[src/tile_pkg.sv]
////////////////////////////////////////////////////////////
// Address map constants, widths, word types and the opcode
// and decode target enums of the TCDM tile
////////////////////////////////////////////////////////////

package tile_pkg;

  localparam int unsigned DataWidth     = 32;
  localparam int unsigned AddrWidth     = 32;
  localparam int unsigned StrbWidth     = DataWidth / 8;
  localparam int unsigned ByteOffset    = $clog2(StrbWidth);

  // Each tile holds 4 word-interleaved banks
  localparam int unsigned BankWords     = 64;
  localparam int unsigned BankAddrWidth = $clog2(BankWords);

  localparam int unsigned NumTiles      = 4;
  localparam int unsigned TileIdWidth   = $clog2(NumTiles);

  // Whole TCDM region shared by all tiles, in bytes
  localparam int unsigned TcdmSize      = NumTiles * 4 * BankWords * StrbWidth;

  typedef logic [DataWidth-1:0]     data_t;
  typedef logic [AddrWidth-1:0]     addr_t;
  typedef logic [StrbWidth-1:0]     strb_t;
  typedef logic [BankAddrWidth-1:0] row_t;
  typedef logic [TileIdWidth-1:0]   tile_id_t;

  typedef enum logic {
    OP_READ  = 1'b0,
    OP_WRITE = 1'b1
  } op_e;

  typedef enum logic [1:0] {
    TGT_LOCAL  = 2'd0,
    TGT_REMOTE = 2'd1,
    TGT_ERROR  = 2'd2
  } target_e;

endpackage : tile_pkg

[src/tcdm_if.sv]
////////////////////////////////////////////////////////////
// Per-core request/response bus between the decoders and
// the bank array or the remote port
////////////////////////////////////////////////////////////

`timescale 1ns/10ps

interface tcdm_if #(
  parameter int unsigned NumCores = 2
) ();

  // Request, driven by the decoder
  logic               [NumCores-1:0] req_valid;
  tile_pkg::op_e      [NumCores-1:0] req_op;
  tile_pkg::addr_t    [NumCores-1:0] req_addr;
  tile_pkg::data_t    [NumCores-1:0] req_wdata;
  tile_pkg::strb_t    [NumCores-1:0] req_strb;
  logic               [NumCores-1:0] req_ready;

  // Response, no ready since the collector always accepts
  logic               [NumCores-1:0] resp_valid;
  tile_pkg::data_t    [NumCores-1:0] resp_rdata;

  modport req_mp (
    output req_valid, req_op, req_addr, req_wdata, req_strb,
    input  req_ready, resp_valid, resp_rdata
  );

  modport bank_mp (
    input  req_valid, req_op, req_addr, req_wdata, req_strb,
    output req_ready, resp_valid, resp_rdata
  );

endinterface : tcdm_if

[src/tile_remote_port.sv]
////////////////////////////////////////////////////////////
// Remote request arbitration with output register and
// delivery of remote responses by core id
////////////////////////////////////////////////////////////

`timescale 1ns/10ps

module tile_remote_port #(
  parameter int unsigned NumCores = 2,
  localparam int unsigned CoreW   = (NumCores > 1) ? $clog2(NumCores) : 1
) (
  input  logic               clk_i,
  input  logic               rst_n_i,
  tcdm_if.bank_mp            bus_i,
  output logic               remote_req_valid_o,
  output tile_pkg::op_e      remote_req_op_o,
  output tile_pkg::addr_t    remote_req_addr_o,
  output tile_pkg::data_t    remote_req_wdata_o,
  output tile_pkg::strb_t    remote_req_strb_o,
  output logic [CoreW-1:0]   remote_req_core_o,
  input  logic               remote_req_ready_i,
  input  logic               remote_resp_valid_i,
  input  tile_pkg::data_t    remote_resp_rdata_i,
  input  logic [CoreW-1:0]   remote_resp_core_i,
  output logic               remote_resp_ready_o
);

  logic             gnt_valid;
  logic [CoreW-1:0] gnt_idx;
  logic [CoreW-1:0] rr_q;
  logic             load;

  // Register is free when empty or draining this cycle
  assign load = !remote_req_valid_o || remote_req_ready_i;

  always_comb begin
    int unsigned idx;
    gnt_valid = 1'b0;
    gnt_idx   = '0;
    for (int unsigned i = 0; i < NumCores; i++) begin
      idx = (rr_q + i) % NumCores;
      if (!gnt_valid && bus_i.req_valid[idx]) begin
        gnt_valid = 1'b1;
        gnt_idx   = CoreW'(idx);
      end
    end
  end

  always_comb begin
    for (int c = 0; c < NumCores; c++) begin
      bus_i.req_ready[c]  = load && gnt_valid && (gnt_idx == CoreW'(c));
      bus_i.resp_valid[c] = remote_resp_valid_i && (remote_resp_core_i == CoreW'(c));
      bus_i.resp_rdata[c] = remote_resp_rdata_i;
    end
  end

  always_ff @(posedge clk_i or negedge rst_n_i) begin
    if (!rst_n_i) begin
      remote_req_valid_o <= 1'b0;
      remote_req_core_o  <= '0;
      rr_q               <= '0;
    end else if (load) begin
      remote_req_valid_o <= gnt_valid;
      if (gnt_valid) begin
        remote_req_core_o <= gnt_idx;
        rr_q              <= (gnt_idx == CoreW'(NumCores - 1)) ? '0 : gnt_idx + 1'b1;
      end
    end
  end

  always_ff @(posedge clk_i) begin
    if (load && gnt_valid) begin
      remote_req_op_o    <= bus_i.req_op[gnt_idx];
      remote_req_addr_o  <= bus_i.req_addr[gnt_idx];
      remote_req_wdata_o <= bus_i.req_wdata[gnt_idx];
      remote_req_strb_o  <= bus_i.req_strb[gnt_idx];
    end
  end

  assign remote_resp_ready_o = 1'b1;

endmodule : tile_remote_port

[src/flat_wrapper.sv]
// flat-port wrapper written by rule: the top's interface ports become plain ports
module tile_remote_port_flat 
#(
  parameter int unsigned NumCores = 2,
  localparam int unsigned CoreW   = (NumCores > 1) ? $clog2(NumCores) : 1
)
  (clk_i, rst_n_i, remote_req_valid_o, remote_req_op_o, remote_req_addr_o, remote_req_wdata_o, remote_req_strb_o, remote_req_core_o, remote_req_ready_i, remote_resp_valid_i, remote_resp_rdata_i, remote_resp_core_i, remote_resp_ready_o, bus_i_req_valid, bus_i_req_op, bus_i_req_addr, bus_i_req_wdata, bus_i_req_strb, bus_i_req_ready, bus_i_resp_valid, bus_i_resp_rdata);
  tcdm_if #(.NumCores(NumCores)) bus_i_i ();
  input  logic clk_i;
  input  logic rst_n_i;
  output logic remote_req_valid_o;
  output tile_pkg::op_e remote_req_op_o;
  output tile_pkg::addr_t remote_req_addr_o;
  output tile_pkg::data_t remote_req_wdata_o;
  output tile_pkg::strb_t remote_req_strb_o;
  output logic [CoreW-1:0] remote_req_core_o;
  input  logic remote_req_ready_i;
  input  logic remote_resp_valid_i;
  input  tile_pkg::data_t remote_resp_rdata_i;
  input  logic [CoreW-1:0] remote_resp_core_i;
  output logic remote_resp_ready_o;
  input wire logic [$bits(bus_i_i.req_valid)-1:0] bus_i_req_valid;
  input wire logic [$bits(bus_i_i.req_op)-1:0] bus_i_req_op;
  input wire logic [$bits(bus_i_i.req_addr)-1:0] bus_i_req_addr;
  input wire logic [$bits(bus_i_i.req_wdata)-1:0] bus_i_req_wdata;
  input wire logic [$bits(bus_i_i.req_strb)-1:0] bus_i_req_strb;
  output wire logic [$bits(bus_i_i.req_ready)-1:0] bus_i_req_ready;
  output wire logic [$bits(bus_i_i.resp_valid)-1:0] bus_i_resp_valid;
  output wire logic [$bits(bus_i_i.resp_rdata)-1:0] bus_i_resp_rdata;
  assign bus_i_i.req_valid = bus_i_req_valid;
  assign bus_i_i.req_op = bus_i_req_op;
  assign bus_i_i.req_addr = bus_i_req_addr;
  assign bus_i_i.req_wdata = bus_i_req_wdata;
  assign bus_i_i.req_strb = bus_i_req_strb;
  assign bus_i_req_ready = bus_i_i.req_ready;
  assign bus_i_resp_valid = bus_i_i.resp_valid;
  assign bus_i_resp_rdata = bus_i_i.resp_rdata;
  tile_remote_port #(.NumCores(NumCores)) u_core (.clk_i(clk_i), .rst_n_i(rst_n_i), .bus_i(bus_i_i), .remote_req_valid_o(remote_req_valid_o), .remote_req_op_o(remote_req_op_o), .remote_req_addr_o(remote_req_addr_o), .remote_req_wdata_o(remote_req_wdata_o), .remote_req_strb_o(remote_req_strb_o), .remote_req_core_o(remote_req_core_o), .remote_req_ready_i(remote_req_ready_i), .remote_resp_valid_i(remote_resp_valid_i), .remote_resp_rdata_i(remote_resp_rdata_i), .remote_resp_core_i(remote_resp_core_i), .remote_resp_ready_o(remote_resp_ready_o));
endmodule
[config.mk]
export PLATFORM = sky130hd
export DESIGN_NAME = tile_remote_port_flat
export DESIGN_NICKNAME = d
export VERILOG_FILES = /design/src/tile_pkg.sv /design/src/tcdm_if.sv /design/src/tile_remote_port.sv /design/src/flat_wrapper.sv
export SDC_FILE = /design/constraint.sdc
export NUM_CORES = 1
export LEC_CHECK = 0
export ABC_AREA = 1
export BUFFER_PORTS_ARGS = -buffer_cell sky130_fd_sc_hd__buf_2
export CAP_MARGIN = 10
export CORE_AREA = 4 4 121 123
export CTS_CLUSTER_SIZE = 20
export DETAILED_ROUTE_END_ITERATION = 10
export DIE_AREA = 0 0 125 127
export GPL_TIMING_DRIVEN = 0
export PLACE_DENSITY = 0.69
export SYNTH_ARGS = -nofsm -noshare
export SYNTH_HDL_FRONTEND = slang
export SYNTH_SLANG_ARGS = --single-unit
[constraint.sdc]
create_clock -name clk_i -period 7 [get_ports clk_i]
set_input_delay 0.7 -clock clk_i [delete_from_list [all_inputs] [get_ports clk_i]]
set_output_delay 0.7 -clock clk_i [all_outputs]
set_load 0.1 [all_outputs]
==> qor.csv <==
stage;metric;value;unit
synthesis;synth_nets;562;
cts;cts_tree;built;
global_routing;antenna_found_initial;0;
timing;rsz0062_at_grt;no;
worst_setup_path;path_buf_inv;5;
drt;final_antenna_net_count;0;
global_routing;grt_max_degree;29;
timing;worstMarginPinSlew;0.627;ns
timing;holdWs;0.160;ns
floorplanning;die_h;127;µm
drt;drt_pre_antenna_iters;4;
layout;final_common_cell;buf_2;
global_routing;use_met3;4.77;%
cts;root_buffer;clkbuf_16;
pwr;power.density;306;mW/mm²
worst_setup_path;critPathMaxStageDelay;0.43;ns
layout;mostFrequentLayoutCells;buf_2, nand2_1, edfxtp_1;
placement;dp_hpwl;10000;µm
drt;drcViolationCount;0;
drt;drtIter0Drc;119;
worst_setup_path;path_cells;buf_2 -> inv_1 -> o21ai_2 -> buf_2 -> nand2_1 -> inv_1 -> buf_2;
synthesis;synth_area_leaders;edfxtp_1, nand2_1, buf_4;
pwr;p_leak;3.09;nW
worst_setup_path;cp_top_family;buffers and inverters;
synthesis;synth_seq_area_share;59.7;%
timing;maxSlewViolCount;0;
placement;io_buffers;283;
global_routing;grt_overflow;0;
layout;utilization;41.2;%
layout;multi_input_area;868;µm²
worst_setup_path;crit_top_cell;buf_2;
worst_setup_path;cp.required;6.30;ns
global_routing;gr-max-usage-layer;met2;
cts;clkLatencyLatePin;0.33;ns
synthesis;syn_area_per_cell;9.34;µm²
synthesis;synthesis.area;0.00360;mm²
synthesis;synth_top_cell_by_area;edfxtp_1;
global_routing;grt_pass1_vias;3424;
timing;fmax;348;MHz
timing;hold_viol;0;
worst_setup_path;critPathCaptureType;output pin;
run_status;status;finished, final reports clean;
timing;skew;0.00767;ns
synthesis;ys_warn_count;0;
pwr;max-vdd-ir-drop;0.0951;mV
cts;clk_pin_slew;0.06;ns
drt;drt-total-wl;12300;µm
cts;clock_path_buffers;2;
global_routing;use_met2;26.9;%
worst_setup_path;arrival;2.17;ns
worst_setup_path;startpoint_type;input port;
global_routing;grt_use_met1;16.7;%
cts;hold_buffers;0;
floorplanning;coreArea;0.0137;mm²
timing;maxSlewHeadroom;58.1;%
cts;cts_buffers;9;
drt;routedWlPerCell;14.2;µm
layout;syn2layout_area_growth;56.5;%
cts;cts.sinks;72;
layout;seq_area;0.00215;mm²
cts;cts_setup_buffers;0;
job;cap_viol_max_count;0;
worst_setup_path;cp_max_fo;10;
layout;drive_above_1_share;55.8;%
drt;viasPerCell;3.97;
synthesis;synth_top_area_share;57.6;%
floorplanning;start_util;26.3;%
cts;cts_max_level;3;
timing;setup_viol;0;
worst_setup_path;slowest_stage;buf_2;
layout;fin_cells;866;
worst_setup_path;crit_type;in -> out;
timing;post-route-min-period;2.87;ns
floorplanning;dieWidth;125;µm
timing;fin_setup_tns;0;ns
synthesis;synthDistinctLibCells;11;
synthesis;synth-seq-cells;72;
layout;antenna_cells;0;
layout;nets;858;
layout;fill_cells;1366;
drt;num_vias;3441;
floorplanning;ios;317;
worst_hold_path;holdCritPathClass;in -> async;
placement;place_inst;850;
floorplanning;design.die.area;0.0159;mm²
global_routing;grt_usage;14.8;%
global_routing;grt_pass1_wl;18300;µm
timing;final.period_utilization;41.0;%
cts;post_cts_resized;0;
synthesis;syn-instance-count;385;
floorplanning;row_count;43;
placement;routabilityCongestion;0.828;
## final timing paths
kind,startpoint,to,slack (ns),depth (start not counted)
min,rst_n_i,u_core.remote_req_valid_o$_DFFE_PN0P_,0.16,1
min reg2reg,u_core.remote_req_core_o$_DFFE_PN0P_,u_core.remote_req_core_o$_DFFE_PN0P_,0.51,2
max in group asynchronous,rst_n_i,u_core.rr_q$_DFFE_PN0P_,6.73,1
max,bus_i_req_valid[0],bus_i_req_ready[0],4.13,7
max reg2reg,u_core.remote_req_valid_o$_DFFE_PN0P_,u_core.remote_req_wdata_o[14]$_DFFE_PP_,5.20,5
min in group clk_i,u_core.remote_req_core_o$_DFFE_PN0P_,u_core.remote_req_core_o$_DFFE_PN0P_,0.51,2
## cells in the mapped netlist
library cell,n
nand2_1,218
edfxtp_1,69
buf_4,65
buf_2,14
inv_1,7
nor2_1,5
dfrtp_1,3
conb_1,1
inv_2,1
nor2_4,1
o21ai_2,1
## state kept, by name (all words and copies together), names as in the netlist
name / cells
u_core.remote_req_addr_o: 32
u_core.remote_req_core_o: 1
u_core.remote_req_op_o: 1
u_core.remote_req_strb_o: 4
u_core.remote_req_valid_o: 1
u_core.remote_req_wdata_o: 32
u_core.rr_q: 1
## where the power goes
part           total, W  internal [W]  switching, W
clock          0.000535      0.000351      0.000184
sequential     0.000534      0.000525    0.00000959
combinational  0.000654      0.000117      0.000536
## final cells by class
type	instances	share of cell area (%)
clock inverter	6	2.04
inverter	8	0.533
multi-input combinational	226	15.4
clock buffer	10	4.07
tap	180	4.00
buffer	79	9.91
timing repair buffer	285	25.9
sequential	72	38.1
## metal layers
| layer | up-vias | share of wire [%] |
|---|---|---|
| li1 | 1739 | - |
| met1 | 1500 | 37 |
| met2 | 190 | 52 |
| met3 | 12 | 9.3 |
| met4 | 0 | 1.1 |
| met5 | - | 0 |
## kinds of logic (layout without fill, tap and decap cells)
logic type / after synthesis / count (layout) / synth area share, %
other: 1 / 1 / 0.104
AOI/OAI and AO/OA: 1 / 1 / 0.244
and+or+nand+nor: 224 / 224 / 23.6
DFF: 72 / 72 / 59.7
buffers and inverters: 87 / 388 / 16.4
## metrics by stage
step / instance area [µm²] / setup slack [ns] / total power, W
2_1_floorplan: 3600 / 1.45 / 0.00108
3_3_place_gp: 5240 / 0.0569 / 0.00120
3_5_place_dp: 5290 / 4.05 / 0.00120
4_1_cts: 5630 / 4.05 / 0.00174
5_1_grt: 5630 / 3.96 / 0.00179
6_report: 5630 / 4.13 / 0.00172
No activity file was read; power rests on OpenSTA's default activity.
