**src/tile_pkg.sv**
```systemverilog
////////////////////////////////////////////////////////////
// Address map constants, widths, word types and the opcode
// and decode target enums of the TCDM tile
////////////////////////////////////////////////////////////

package tile_pkg;

  localparam int unsigned DataWidth     = 32;
  localparam int unsigned AddrWidth     = 32;
  localparam int unsigned StrbWidth     = DataWidth / 8;
  localparam int unsigned ByteOffset    = $clog2(StrbWidth);

  // Each tile holds 4 word-interleaved banks
  localparam int unsigned BankWords     = 64;
  localparam int unsigned BankAddrWidth = $clog2(BankWords);

  localparam int unsigned NumTiles      = 4;
  localparam int unsigned TileIdWidth   = $clog2(NumTiles);

  // Whole TCDM region shared by all tiles, in bytes
  localparam int unsigned TcdmSize      = NumTiles * 4 * BankWords * StrbWidth;

  typedef logic [DataWidth-1:0]     data_t;
  typedef logic [AddrWidth-1:0]     addr_t;
  typedef logic [StrbWidth-1:0]     strb_t;
  typedef logic [BankAddrWidth-1:0] row_t;
  typedef logic [TileIdWidth-1:0]   tile_id_t;

  typedef enum logic {
    OP_READ  = 1'b0,
    OP_WRITE = 1'b1
  } op_e;

  typedef enum logic [1:0] {
    TGT_LOCAL  = 2'd0,
    TGT_REMOTE = 2'd1,
    TGT_ERROR  = 2'd2
  } target_e;

endpackage : tile_pkg

```
**src/tcdm_if.sv**
```systemverilog
////////////////////////////////////////////////////////////
// Per-core request/response bus between the decoders and
// the bank array or the remote port
////////////////////////////////////////////////////////////

`timescale 1ns/10ps

interface tcdm_if #(
  parameter int unsigned NumCores = 2
) ();

  // Request, driven by the decoder
  logic               [NumCores-1:0] req_valid;
  tile_pkg::op_e      [NumCores-1:0] req_op;
  tile_pkg::addr_t    [NumCores-1:0] req_addr;
  tile_pkg::data_t    [NumCores-1:0] req_wdata;
  tile_pkg::strb_t    [NumCores-1:0] req_strb;
  logic               [NumCores-1:0] req_ready;

  // Response, no ready since the collector always accepts
  logic               [NumCores-1:0] resp_valid;
  tile_pkg::data_t    [NumCores-1:0] resp_rdata;

  modport req_mp (
    output req_valid, req_op, req_addr, req_wdata, req_strb,
    input  req_ready, resp_valid, resp_rdata
  );

  modport bank_mp (
    input  req_valid, req_op, req_addr, req_wdata, req_strb,
    output req_ready, resp_valid, resp_rdata
  );

endinterface : tcdm_if

```
**src/tile_request_decode.sv**
```systemverilog
////////////////////////////////////////////////////////////
// Per-core address decode and steering to the local bus,
// the remote bus or an error response
////////////////////////////////////////////////////////////

`timescale 1ns/10ps

module tile_request_decode #(
  parameter int unsigned     NumCores     = 2,
  parameter int unsigned     NumBanks     = 4,
  parameter tile_pkg::addr_t TcdmBaseAddr = '0
) (
  input  logic                              clk_i,
  input  logic                              rst_n_i,
  input  tile_pkg::tile_id_t                tile_id_i,
  input  logic            [NumCores-1:0]    core_req_valid_i,
  input  tile_pkg::op_e   [NumCores-1:0]    core_req_op_i,
  input  tile_pkg::addr_t [NumCores-1:0]    core_req_addr_i,
  input  tile_pkg::data_t [NumCores-1:0]    core_req_wdata_i,
  input  tile_pkg::strb_t [NumCores-1:0]    core_req_strb_i,
  output logic            [NumCores-1:0]    core_req_ready_o,
  input  logic            [NumCores-1:0]    core_done_i,
  tcdm_if.req_mp                            local_o,
  tcdm_if.req_mp                            remote_o,
  output logic            [NumCores-1:0]    err_valid_o
);

  localparam int unsigned TileLsb = tile_pkg::ByteOffset + $clog2(NumBanks);

  tile_pkg::addr_t   [NumCores-1:0] offset;
  tile_pkg::target_e [NumCores-1:0] target;
  logic              [NumCores-1:0] busy_q;

  // Payload goes to both buses, only the valid is steered
  assign local_o.req_op     = core_req_op_i;
  assign local_o.req_wdata  = core_req_wdata_i;
  assign local_o.req_strb   = core_req_strb_i;
  assign remote_o.req_op    = core_req_op_i;
  assign remote_o.req_addr  = core_req_addr_i;
  assign remote_o.req_wdata = core_req_wdata_i;
  assign remote_o.req_strb  = core_req_strb_i;

  // Banks see the offset into the TCDM region
  assign local_o.req_addr   = offset;

  always_comb begin
    for (int c = 0; c < NumCores; c++) begin
      offset[c] = core_req_addr_i[c] - TcdmBaseAddr;
      if (offset[c] >= tile_pkg::TcdmSize) begin
        target[c] = tile_pkg::TGT_ERROR;
      end else if (offset[c][TileLsb +: tile_pkg::TileIdWidth] == tile_id_i) begin
        target[c] = tile_pkg::TGT_LOCAL;
      end else begin
        target[c] = tile_pkg::TGT_REMOTE;
      end

      local_o.req_valid[c]  = core_req_valid_i[c] && !busy_q[c] &&
                              (target[c] == tile_pkg::TGT_LOCAL);
      remote_o.req_valid[c] = core_req_valid_i[c] && !busy_q[c] &&
                              (target[c] == tile_pkg::TGT_REMOTE);
      err_valid_o[c]        = core_req_valid_i[c] && !busy_q[c] &&
                              (target[c] == tile_pkg::TGT_ERROR);

      case (target[c])
        tile_pkg::TGT_LOCAL:  core_req_ready_o[c] = !busy_q[c] && local_o.req_ready[c];
        tile_pkg::TGT_REMOTE: core_req_ready_o[c] = !busy_q[c] && remote_o.req_ready[c];
        default:              core_req_ready_o[c] = !busy_q[c];
      endcase
    end
  end

  // One outstanding request per core until its response is taken
  always_ff @(posedge clk_i or negedge rst_n_i) begin
    if (!rst_n_i) begin
      busy_q <= '0;
    end else begin
      busy_q <= (busy_q & ~core_done_i) | (core_req_valid_i & core_req_ready_o);
    end
  end

endmodule : tile_request_decode

```
**src/flat_wrapper.sv**
```systemverilog
// flat-port wrapper written by rule: the top's interface ports become plain ports
module tile_request_decode_flat 
#(
  parameter int unsigned     NumCores     = 2,
  parameter int unsigned     NumBanks     = 4,
  parameter tile_pkg::addr_t TcdmBaseAddr = '0
)
  (clk_i, rst_n_i, tile_id_i, core_req_valid_i, core_req_op_i, core_req_addr_i, core_req_wdata_i, core_req_strb_i, core_req_ready_o, core_done_i, err_valid_o, local_o_req_valid, local_o_req_op, local_o_req_addr, local_o_req_wdata, local_o_req_strb, local_o_req_ready, local_o_resp_valid, local_o_resp_rdata, remote_o_req_valid, remote_o_req_op, remote_o_req_addr, remote_o_req_wdata, remote_o_req_strb, remote_o_req_ready, remote_o_resp_valid, remote_o_resp_rdata);
  tcdm_if #(.NumCores(NumCores)) local_o_i ();
  tcdm_if #(.NumCores(NumCores)) remote_o_i ();
  input  logic clk_i;
  input  logic rst_n_i;
  input  tile_pkg::tile_id_t tile_id_i;
  input  logic            [NumCores-1:0] core_req_valid_i;
  input  tile_pkg::op_e   [NumCores-1:0] core_req_op_i;
  input  tile_pkg::addr_t [NumCores-1:0] core_req_addr_i;
  input  tile_pkg::data_t [NumCores-1:0] core_req_wdata_i;
  input  tile_pkg::strb_t [NumCores-1:0] core_req_strb_i;
  output logic            [NumCores-1:0] core_req_ready_o;
  input  logic            [NumCores-1:0] core_done_i;
  output logic            [NumCores-1:0] err_valid_o;
  output wire logic [$bits(local_o_i.req_valid)-1:0] local_o_req_valid;
  output wire logic [$bits(local_o_i.req_op)-1:0] local_o_req_op;
  output wire logic [$bits(local_o_i.req_addr)-1:0] local_o_req_addr;
  output wire logic [$bits(local_o_i.req_wdata)-1:0] local_o_req_wdata;
  output wire logic [$bits(local_o_i.req_strb)-1:0] local_o_req_strb;
  input wire logic [$bits(local_o_i.req_ready)-1:0] local_o_req_ready;
  input wire logic [$bits(local_o_i.resp_valid)-1:0] local_o_resp_valid;
  input wire logic [$bits(local_o_i.resp_rdata)-1:0] local_o_resp_rdata;
  output wire logic [$bits(remote_o_i.req_valid)-1:0] remote_o_req_valid;
  output wire logic [$bits(remote_o_i.req_op)-1:0] remote_o_req_op;
  output wire logic [$bits(remote_o_i.req_addr)-1:0] remote_o_req_addr;
  output wire logic [$bits(remote_o_i.req_wdata)-1:0] remote_o_req_wdata;
  output wire logic [$bits(remote_o_i.req_strb)-1:0] remote_o_req_strb;
  input wire logic [$bits(remote_o_i.req_ready)-1:0] remote_o_req_ready;
  input wire logic [$bits(remote_o_i.resp_valid)-1:0] remote_o_resp_valid;
  input wire logic [$bits(remote_o_i.resp_rdata)-1:0] remote_o_resp_rdata;
  assign local_o_req_valid = local_o_i.req_valid;
  assign local_o_req_op = local_o_i.req_op;
  assign local_o_req_addr = local_o_i.req_addr;
  assign local_o_req_wdata = local_o_i.req_wdata;
  assign local_o_req_strb = local_o_i.req_strb;
  assign local_o_i.req_ready = local_o_req_ready;
  assign local_o_i.resp_valid = local_o_resp_valid;
  assign local_o_i.resp_rdata = local_o_resp_rdata;
  assign remote_o_req_valid = remote_o_i.req_valid;
  assign remote_o_req_op = remote_o_i.req_op;
  assign remote_o_req_addr = remote_o_i.req_addr;
  assign remote_o_req_wdata = remote_o_i.req_wdata;
  assign remote_o_req_strb = remote_o_i.req_strb;
  assign remote_o_i.req_ready = remote_o_req_ready;
  assign remote_o_i.resp_valid = remote_o_resp_valid;
  assign remote_o_i.resp_rdata = remote_o_resp_rdata;
  tile_request_decode #(.NumCores(NumCores), .NumBanks(NumBanks), .TcdmBaseAddr(TcdmBaseAddr)) u_core (.clk_i(clk_i), .rst_n_i(rst_n_i), .tile_id_i(tile_id_i), .core_req_valid_i(core_req_valid_i), .core_req_op_i(core_req_op_i), .core_req_addr_i(core_req_addr_i), .core_req_wdata_i(core_req_wdata_i), .core_req_strb_i(core_req_strb_i), .core_req_ready_o(core_req_ready_o), .core_done_i(core_done_i), .local_o(local_o_i), .remote_o(remote_o_i), .err_valid_o(err_valid_o));
endmodule
```
**config.mk**
```make
export PLATFORM = sky130hd
export DESIGN_NAME = tile_request_decode_flat
export DESIGN_NICKNAME = d
export VERILOG_FILES = /design/src/tile_pkg.sv /design/src/tcdm_if.sv /design/src/tile_request_decode.sv /design/src/flat_wrapper.sv
export SDC_FILE = /design/constraint.sdc
export NUM_CORES = 1
export LEC_CHECK = 0
export BUFFER_PORTS_ARGS = -buffer_cell sky130_fd_sc_hd__buf_4
export CAP_MARGIN = 10
export CORE_AREA = 3 3 217 219
export CTS_BUF_LIST = sky130_fd_sc_hd__clkbuf_8 sky130_fd_sc_hd__clkbuf_16
export CTS_CLUSTER_DIAMETER = 60
export DETAILED_ROUTE_END_ITERATION = 8
export DIE_AREA = 0 0 220 222
export SLEW_MARGIN = 10
export SYNTH_ARGS = -nofsm -noshare
export SYNTH_HDL_FRONTEND = slang
export SYNTH_SLANG_ARGS = --single-unit
```
**constraint.sdc**
```tcl
create_clock -name clk_i -period 1.36 [get_ports clk_i]
set_clock_uncertainty 0.1 [all_clocks]
set_input_delay 0.204 -clock clk_i [delete_from_list [all_inputs] [get_ports clk_i]]
set_output_delay 0.204 -clock clk_i [all_outputs]
set_load 0.02 [all_outputs]
```
==> flow_summary.json, run 1 <==
{
  "cts_sinks": 2,
  "routed_wl_um": 7700,
  "critPathBufInv": 4,
  "crit_path_frequent_cell": "buf_4",
  "final_common_cell": "buf_4",
  "top_register": "u_core.busy_q",
  "grt_max_degree": 8,
  "cts_buffer_depth": 2,
  "place_area_um2": 2590,
  "dp.final_hpwl_um": 6810,
  "yosys.area.top_type": "buf_4",
  "dieWidth_um": 220,
  "mostFrequentLayoutCells": "186 x buf_4, 14 x buf_6, 6 x nor4_4, 4 x nor2_1, 4 x xnor2_1",
  "start_util": 0.0524,
  "fillers": 5302,
  "p_per_area_nw_per_um2": 476,
  "place_inst": 842,
  "cts_max_level": 1,
  "ys_types": 17,
  "hold_violations": 0,
  "multi_input_area_um2": 448,
  "slowest_delay_ns": 0.29,
  "slew_violations": 0,
  "setup_viol_count_final": 8,
  "clkLatencyLatePin_ns": 0.22,
  "fin_tns_setup_ns": -2.14,
  "root_buffer": "clkbuf_16",
  "grt_usage": 0.0258,
  "hold_path.class": "input pin to flop",
  "clk_pin_slew_ns": 0.03,
  "die_y_um": 222,
  "drive_gt1_frac": 0.919,
  "numCtsBuffers": 3,
  "max_freq_ghz": 0.595,
  "grt_pass1_vias": 1378,
  "netlist_top_cells_area": "buf_4 87%, nor4_1 2.9%, dfrtp_1 2.1%, xnor2_1 1.5%, mux2i_1 0.84%",
  "vias": 1442,
  "synth_area_per_cell_um2": 7.49,
  "internal_power_mw": 0.879,
  "port-buffer-count": 151,
  "final_area_um2": 2920,
  "syn-num-nets": 599,
  "synth-seq-area-share": 0.0211,
  "path_depth": 7,
  "ios": 566,
  "top_usage_layer": "met2",
  "drt-initial-drc-count": 6,
  "drtAntennaViolNets": 0,
  "met2_usage": 0.0592,
  "wl_per_cell_um": 9.09,
  "drc_errors": 0,
  "grtUsageMet3": 0.00726,
  "rows": 78,
  "grt-ovfl-total": 0,
  "largest_registers": "u_core.busy_q (2)",
  "start_kind": "input pin",
  "layoutNonFillerInstCount": 847,
  "cp_data_arrival_time_ns": 1.38,
  "path_class": "input pin to output pin",
  "switchingPower_mw": 0.509,
  "path_cells": "buf_8 > nor4_4 > buf_4 > nand2_2 > buf_6 > nor4b_4 > buf_4",
  "fin_ws_ns": -0.322,
  "nNetsFinal": 531,
  "syn_area_um2": 2370,
  "min_period_over_period": 1.24,
  "crit_fanout": 4,
  "drt-pass1-iter-count": 2,
  "dp_slack_ns": -0.915,
  "yosysWarnings": 0,
  "dieArea_um2": 48800,
  "crit_path_top_delay_cell": "nor4b_4",
  "cts_tree": "yes",
  "vias_per_cell": 1.70,
  "antenna_found_initial": 0,
  "largest_reg_flops": 2,
  "p_leak_nw": 1.17,
  "fin_crit_ns": 1.68,
  "netlist_instances": 317,
  "crit_path_end_kind": "output pin",
  "p_clk_frac": 0.319,
  "vdd_ir_drop_max_mv": 0.689,
  "area_growth_pct": 22.9,
  "drv_cap": 0,
  "use_met1": 0.0114,
  "slew_headroom": 0.673,
  "cp.required_ns": 1.06,
  "violations": "setup timing",
  "ff2ff_path_depth": 2,
  "gp_congestion": 0.555,
  "outcome": "finished with violations",
  "grt_pass1_wl_um": 8760,
  "utilization": 0.0644,
  "critPathTopFamily": "buffers and inverters",
  "fp.coreArea_um2": 45300,
  "rsz0062_at_grt": "true",
  "ff_latch_area_um2": 50.0,
  "ys_ff_latch": 2,
  "n_antenna_cell": 0,
  "switching_share": 0.367,
  "whs_path_depth": 2,
  "synth_top_area_frac": 0.872,
  "combPwrFrac": 0.616,
  "tightest_slew_ns": 0.491,
  "seqPwrFrac": 0.065
}
routing by layer:
metal	vias to the layer above	share of wire
met4	0	0.079
met1	574	0.19
li1	581	-
met2	232	0.57
met3	55	0.16
met5	-	0
cell type report:
class                   count  share of cell area
repair buffers            203               0.546
well taps                 600               0.257
multi-input cells          39               0.154
clock buffers               3              0.0257
flip-flops and latches      2              0.0172
stage by stage:
| stage | total power [mW] | hold WS [ns] |
|---|---|---|
| finish | 1.39 | 0.0874 |
| global route | 1.46 | 0.102 |
| floorplan | 1.34 | -0.192 |
| CTS | 1.39 | 0.0897 |
| global placement | 0.888 | -0.103 |
| detailed placement | 0.893 | -0.101 |
worst paths after layout:
path	startpoint	to	slack (ns)
max	core_req_addr_i[20]	remote_o_req_valid[0]	-0.32
min	core_done_i[0]	u_core.busy_q[0]	0.09
max reg2reg	u_core.busy_q[1]	u_core.busy_q[1]	0.10
min reg2reg	u_core.busy_q[0]	u_core.busy_q[0]	0.48
max in group asynchronous	rst_n_i	u_core.busy_q[1]	0.85
min in group asynchronous	rst_n_i	u_core.busy_q[0]	0.21
timing repair:
action                     in CTS  in global routing
gates resized for setup        28                 18
hold endpoints to repair        2                  0
hold buffers                    1                  0
gates cloned                    0                  0
pin swaps                      10                  6
setup endpoints to repair      10                  9
setup buffers                   1                  2
cell usage after synthesis, drive strengths merged:
master  number
nand2b       1
a21oi        2
a221oi       2
xnor2        4
nor4b        1
dfrtp        2
buf        276
nand2        4
nor4        11
and4bb       1
nor3b        1
mux2i        2
and4b        1
nor2         5
nand3        2
nor3         2
worst register-to-register path, stage by stage, from the launching register on:
cell and delay, ns:
dfrtp_1 0.63, nor3_4 0.10, a221oi_2 0.32
cells by family after synthesis:
group	Yosys count	synth area share
compound gates	4	0.0116
xor+xnor	4	0.0148
buf+inv	276	0.872
flops	2	0.0211
mux	2	0.00843
simple gates	29	0.0717
power by group through the flow:
stage	Clock, mW	Combinational, mW	Sequential, mW
after detailed placement	0	0.811	0.0822
after CTS	0.456	0.845	0.0865
final	0.443	0.855	0.0903
after global routing	0.462	0.909	0.0918
after global placement	0	0.806	0.0818
after floorplan	0	1.26	0.0789
Note: power is estimated with default switching activity, not from simulation.
==> run 2, diff against run 1 <==
--- a/config.mk
+++ b/config.mk
@@ -6,12 +6,11 @@
 export NUM_CORES = 1
 export LEC_CHECK = 0
 export BUFFER_PORTS_ARGS = -buffer_cell sky130_fd_sc_hd__buf_4
-export CAP_MARGIN = 10
-export CORE_AREA = 3 3 217 219
+export CORE_AREA = 3 3 221 223
 export CTS_BUF_LIST = sky130_fd_sc_hd__clkbuf_8 sky130_fd_sc_hd__clkbuf_16
 export CTS_CLUSTER_DIAMETER = 60
 export DETAILED_ROUTE_END_ITERATION = 8
-export DIE_AREA = 0 0 220 222
+export DIE_AREA = 0 0 224 226
 export SLEW_MARGIN = 10
 export SYNTH_ARGS = -nofsm -noshare
 export SYNTH_HDL_FRONTEND = slang
==> constraint.sdc (replaced) <==
create_clock -name clk_i -period 2.1 [get_ports clk_i]
set_clock_uncertainty 0.1 [all_clocks]
set_input_delay 0.315 -clock clk_i [delete_from_list [all_inputs] [get_ports clk_i]]
set_output_delay 0.315 -clock clk_i [all_outputs]
set_load 0.02 [all_outputs]
==> flow_summary.json, run 2 (same netlist as run 1, synthesis figures left out) <==
{
  "outcome": "finished, final reports clean",
  "p_clk_frac": 0.364,
  "vias": 1253,
  "whs_path_depth": 2,
  "slew_headroom": 0.806,
  "ff2ff_path_depth": 2,
  "p_total_mw": 0.772,
  "hp-start": "core_done_i[1]",
  "p_per_area_nw_per_um2": 330,
  "cp_data_arrival_time_ns": 1.51,
  "largest_registers": "u_core.busy_q (2)",
  "cts_buffer_depth": 2,
  "hold_path.class": "input pin to flop",
  "tightest_slew_ns": 0.288,
  "cts_max_level": 1,
  "p_leak_nw": 0.882,
  "hold_violations": 0,
  "reg2reg_from": "u_core.busy_q[1]",
  "r2r_end": "u_core.busy_q[1]",
  "grt_pass1_vias": 1112,
  "vdd_ir_drop_max_mv": 0.180,
  "switching_share": 0.358,
  "combPwrFrac": 0.568,
  "wl_per_cell_um": 8.07,
  "setup_viol_count_final": 0,
  "grt_max_degree": 8,
  "rsz0062_at_grt": "false",
  "fp.coreArea_um2": 46800,
  "min_period_over_period": 0.918,
  "clk_pin_slew_ns": 0.03,
  "dieArea_um2": 50600,
  "drive_gt1_frac": 0.816,
  "cts_tree": "yes",
  "start_util": 0.0508,
  "drv_cap": 0,
  "r2r_setup_slack_ns": 1.11,
  "numCtsBuffers": 3,
  "mostFrequentLayoutCells": "156 x buf_4, 9 x nor4_1, 4 x nand2_1, 4 x nor2_1, 4 x xnor2_1",
  "n_antenna_cell": 0,
  "drt-initial-drc-count": 16,
  "dieWidth_um": 224,
  "final_common_cell": "buf_4",
  "dp.final_hpwl_um": 5850,
  "grt_usage": 0.0212,
  "crit_path_end_kind": "output pin",
  "critPathLaunch": "core_req_addr_i[52]",
  "largest_reg_flops": 2,
  "fin_crit_ns": 1.93,
  "ios": 566,
  "internal_power_mw": 0.496,
  "hold_end": "u_core.busy_q[1]",
  "root_buffer": "clkbuf_16",
  "start_kind": "input pin",
  "drc_errors": 0,
  "cp.required_ns": 1.68,
  "top_register": "u_core.busy_q",
  "seqPwrFrac": 0.068,
  "port-buffer-count": 151,
  "max_freq_ghz": 0.519,
  "antenna_found_initial": 1,
  "nNetsFinal": 485,
  "fin_ws_ns": 0.172,
  "grt_pass1_wl_um": 7590,
  "switchingPower_mw": 0.276,
  "clkLatencyLatePin_ns": 0.22,
  "dp_slack_ns": -0.0463,
  "area_growth_pct": -1.58,
  "gp_congestion": 0.554,
  "grt-ovfl-total": 0,
  "die_y_um": 226,
  "rows": 79,
  "cts_sinks": 2,
  "drt-pass1-iter-count": 4,
  "path_class": "input pin to output pin",
  "drtAntennaViolNets": 0,
  "slew_violations": 0,
  "vias_per_cell": 1.55,
  "crit_fanout": 4,
  "routed_wl_um": 6520,
  "fin_tns_setup_ns": 0
}
==> run 2: worst max-delay path by stage <==
stage	end
4_1_cts	remote_o_req_valid[0]
3_3_place_gp	remote_o_req_valid[0]
3_5_place_dp	remote_o_req_valid[0]
5_1_grt	remote_o_req_valid[0]
2_1_floorplan	remote_o_req_valid[0]
6_report	local_o_req_valid[1]
==> run 2: through the flow <==
stage / util / std cells / hold slack, ns / area, um^2
2_1_floorplan: - / 317 / -0.0806 / 2370
3_3_place_gp: 0.0478 / 804 / 0.00303 / 2230
6_report: 0.0500 / 808 / 0.192 / 2340
4_1_cts: 0.0497 / 808 / 0.195 / 2320
5_1_grt: 0.0500 / 808 / 0.208 / 2340
3_5_place_dp: 0.0478 / 804 / 0.00248 / 2230
==> run 2: area by class of cell <==
cell class              instances  area (um^2)
clock buffers                   3         75.1
fillers                      5512        44400
multi-input cells              39          272
flip-flops and latches          2         50.0
well taps                     607          759
repair buffers                157         1180
==> run 2: repair_timing <==
action	4_1_cts	5_1_grt
hold buffers	1	0
resized for setup	1	2
buffers inserted	0	0
endpoints found under the setup margin	1	2
hold endpoints to repair	2	0
==> run 2: layer usage <==
metal	wire length, um	up-vias	track usage
met2	3330	215	0.0429
met4	596	2	0.0233
met3	1340	70	0.0123
met5	9	-	0
li1	-	490	-
met1	1240	476	0.0103
==> run 2: power groups by stage <==
| stage | clock [mW] | combinational (mW) | sequential [mW] |
|---|---|---|---|
| global placement | 0 | 0.439 | 0.0520 |
| detailed placement | 0 | 0.441 | 0.0525 |
| global route | 0.290 | 0.465 | 0.0532 |
| CTS | 0.285 | 0.444 | 0.0521 |
| floorplan | 0 | 0.813 | 0.0511 |
| finish | 0.281 | 0.439 | 0.0522 |
==> run 2: critical path, stage by stage <==
cell      delay, ns
buf_4          0.12
nor4_1         0.26
buf_4          0.17
nand3_1        0.10
nor2_2         0.18
and4bb_2       0.23
buf_4          0.13
==> run 3, diff against run 2 <==
--- a/config.mk
+++ b/config.mk
@@ -5,12 +5,13 @@
 export SDC_FILE = /design/constraint.sdc
 export NUM_CORES = 1
 export LEC_CHECK = 0
+export ABC_AREA = 1
 export BUFFER_PORTS_ARGS = -buffer_cell sky130_fd_sc_hd__buf_4
-export CORE_AREA = 3 3 221 223
+export CORE_AREA = 3 3 217 219
 export CTS_BUF_LIST = sky130_fd_sc_hd__clkbuf_8 sky130_fd_sc_hd__clkbuf_16
 export CTS_CLUSTER_DIAMETER = 60
 export DETAILED_ROUTE_END_ITERATION = 8
-export DIE_AREA = 0 0 224 226
+export DIE_AREA = 0 0 220 222
 export SLEW_MARGIN = 10
 export SYNTH_ARGS = -nofsm -noshare
 export SYNTH_HDL_FRONTEND = slang
==> flow_summary.json, run 3 <==
{
  "hold_end": "u_core.busy_q[1]",
  "start_kind": "input pin",
  "cts_max_level": 1,
  "reg2reg_from": "u_core.busy_q[0]",
  "outcome": "finished, final reports clean",
  "cts_tree": "yes",
  "final_common_cell": "buf_4",
  "grt_pass1_vias": 1422,
  "r2r_end": "u_core.busy_q[0]",
  "area_growth_pct": -3.97,
  "top_register": "u_core.busy_q",
  "grt_max_degree": 5,
  "drtAntennaViolNets": 0,
  "hold_buffers": 1,
  "ys_types": 18,
  "drt-initial-drc-count": 13,
  "syn-num-nets": 650,
  "fillers": 5379,
  "grt_pass1_wl_um": 9030,
  "synth_area_per_cell_um2": 6.85,
  "ys_ff_latch": 2,
  "path_class": "input pin to output pin",
  "fin_ws_ns": 0.297,
  "crit_fanout": 3,
  "p_leak_nw": 1.03,
  "routed_wl_um": 7280,
  "ys.flop_type": "dfrtp_1",
  "yosysWarnings": 0,
  "cp_data_arrival_time_ns": 1.39,
  "netlist_top_cells_area": "buf_4 82%, nand2_1 4.6%, nor2_1 3.7%, dfrtp_1 2.0%, inv_1 1.8%",
  "r2r_setup_slack_ns": 0.96,
  "vdd_ir_drop_max_mv": 0.193,
  "clkLatencyLatePin_ns": 0.22,
  "largest_registers": "u_core.busy_q (2)",
  "dp_slack_ns": 0.167,
  "drv_cap": 0,
  "synth_top_area_frac": 0.822,
  "die_y_um": 222,
  "cts_buffer_depth": 2,
  "crit_path_end_kind": "output pin",
  "synth-seq-area-share": 0.0199,
  "dp.final_hpwl_um": 6700,
  "cts_sinks": 2,
  "vias": 1412,
  "drt-pass1-iter-count": 4,
  "antenna_found_initial": 4,
  "postCtsSetupBuffers": 0,
  "drc_errors": 0,
  "wl_per_cell_um": 8.59,
  "synth_edf_count": 0,
  "p_per_area_nw_per_um2": 328,
  "min_period_over_period": 0.858,
  "hold_path.class": "input pin to flop",
  "ff_latch_area_um2": 50.0,
  "multi_input_area_um2": 342,
  "setup_viol_count_final": 0,
  "ios": 566,
  "slew_headroom": 0.866,
  "fp.coreArea_um2": 45300,
  "start_util": 0.0556,
  "slew_violations": 0,
  "rsz0062_at_grt": "false",
  "fin_crit_ns": 1.80,
  "fin_tns_setup_ns": 0,
  "vias_per_cell": 1.67,
  "gp_congestion": 0.653,
  "yosysMostFrequentCell": "buf_4",
  "grt_usage": 0.0262,
  "port-buffer-count": 151,
  "tightest_slew_ns": 0.201,
  "ctsResizeCount": 0,
  "largest_reg_flops": 2,
  "synthTopCellsByCount": "276 x buf_4, 31 x nand2_1, 25 x nor2_1, 12 x inv_1",
  "netlist_instances": 368,
  "ff2ff_path_depth": 3,
  "dieArea_um2": 48800,
  "async_reset_ff_frac": 1.00,
  "syn_area_um2": 2520,
  "grt-ovfl-total": 0,
  "dieWidth_um": 220,
  "hold_violations": 0,
  "numCtsBuffers": 3,
  "rows": 78,
  "hp-start": "core_done_i[1]",
  "max_freq_ghz": 0.555,
  "nNetsFinal": 531,
  "drive_gt1_frac": 0.668,
  "yosys.area.top_type": "buf_4",
  "clk_pin_slew_ns": 0.03,
  "cp.required_ns": 1.68,
  "mostFrequentLayoutCells": "151 x buf_4, 31 x nand2_1, 25 x nor2_1, 12 x inv_1",
  "root_buffer": "clkbuf_16",
  "whs_path_depth": 3
}
-- run 3: worst max-delay path by stage --
stage                        start               endpoint  slack (ns)  cells after the start
6_report       core_req_addr_i[51]  remote_o_req_valid[1]        0.30                      9
3_5_place_dp   core_req_addr_i[51]  remote_o_req_valid[1]        0.17                      9
5_1_grt        core_req_addr_i[51]  remote_o_req_valid[1]        0.06                      9
3_3_place_gp   core_req_addr_i[53]  remote_o_req_valid[1]        0.20                      9
4_1_cts        core_req_addr_i[51]  remote_o_req_valid[1]        0.16                      9
2_1_floorplan  core_req_addr_i[53]   local_o_req_valid[1]        0.59                      7
-- run 3: stage by stage --
step	std cells	area (um^2)	util	hold slack, ns	power, mW
2_1_floorplan	368	2520	-	-0.0806	0.878
3_3_place_gp	843	2330	0.0515	0.0124	0.513
3_5_place_dp	843	2330	0.0515	0.0124	0.519
4_1_cts	847	2420	0.0534	0.257	0.809
5_1_grt	848	2420	0.0534	0.255	0.840
6_report	848	2420	0.0534	0.253	0.793
-- run 3: routing by layer --
| layer | up-vias | GRT usage | routed length [um] |
|---|---|---|---|
| met5 | - | 0.00808 | 70 |
| met1 | 532 | 0.0164 | 1730 |
| met3 | 57 | 0.0303 | 1870 |
| met2 | 224 | 0.0425 | 3220 |
| met4 | 8 | 0.0147 | 394 |
| li1 | 591 | - | - |
-- run 3: area by class of cell --
| type | count | area share |
|---|---|---|
| clock buffer | 3 | 0.0310 |
| sequential | 2 | 0.0207 |
| multi-input combinational | 75 | 0.141 |
| antenna | 1 | 0.00103 |
| timing repair buffer | 152 | 0.473 |
| inverter | 15 | 0.0233 |
| tap | 600 | 0.310 |
-- run 3: critical path: stages --
cell and delay (ns):
buf_4 0.12, nor2_1 0.11, nand2_1 0.06, nor2_1 0.12, nand2_1 0.14, nor2_2 0.16, nand3_2 0.11, nor2_1 0.10
buf_4 0.15
-- run 3: logic make-up (layout without fill, tap and decap cells) --
logic type	after synthesis	in the layout	share of synthesized area
buf+inv	291	170	0.845
simple gates	72	72	0.129
compound gates	3	3	0.00695
flops	2	2	0.0199
other cells	0	1	0
-- run 3: where the power goes --
| part | internal (mW) | leakage [nW] | switching (mW) | total [mW] |
|---|---|---|---|---|
| sequential | 0.0446 | 0.0239 | 0.00618 | 0.0508 |
| combinational | 0.209 | 0.967 | 0.253 | 0.462 |
| clock | 0.242 | 0.0370 | 0.0389 | 0.281 |
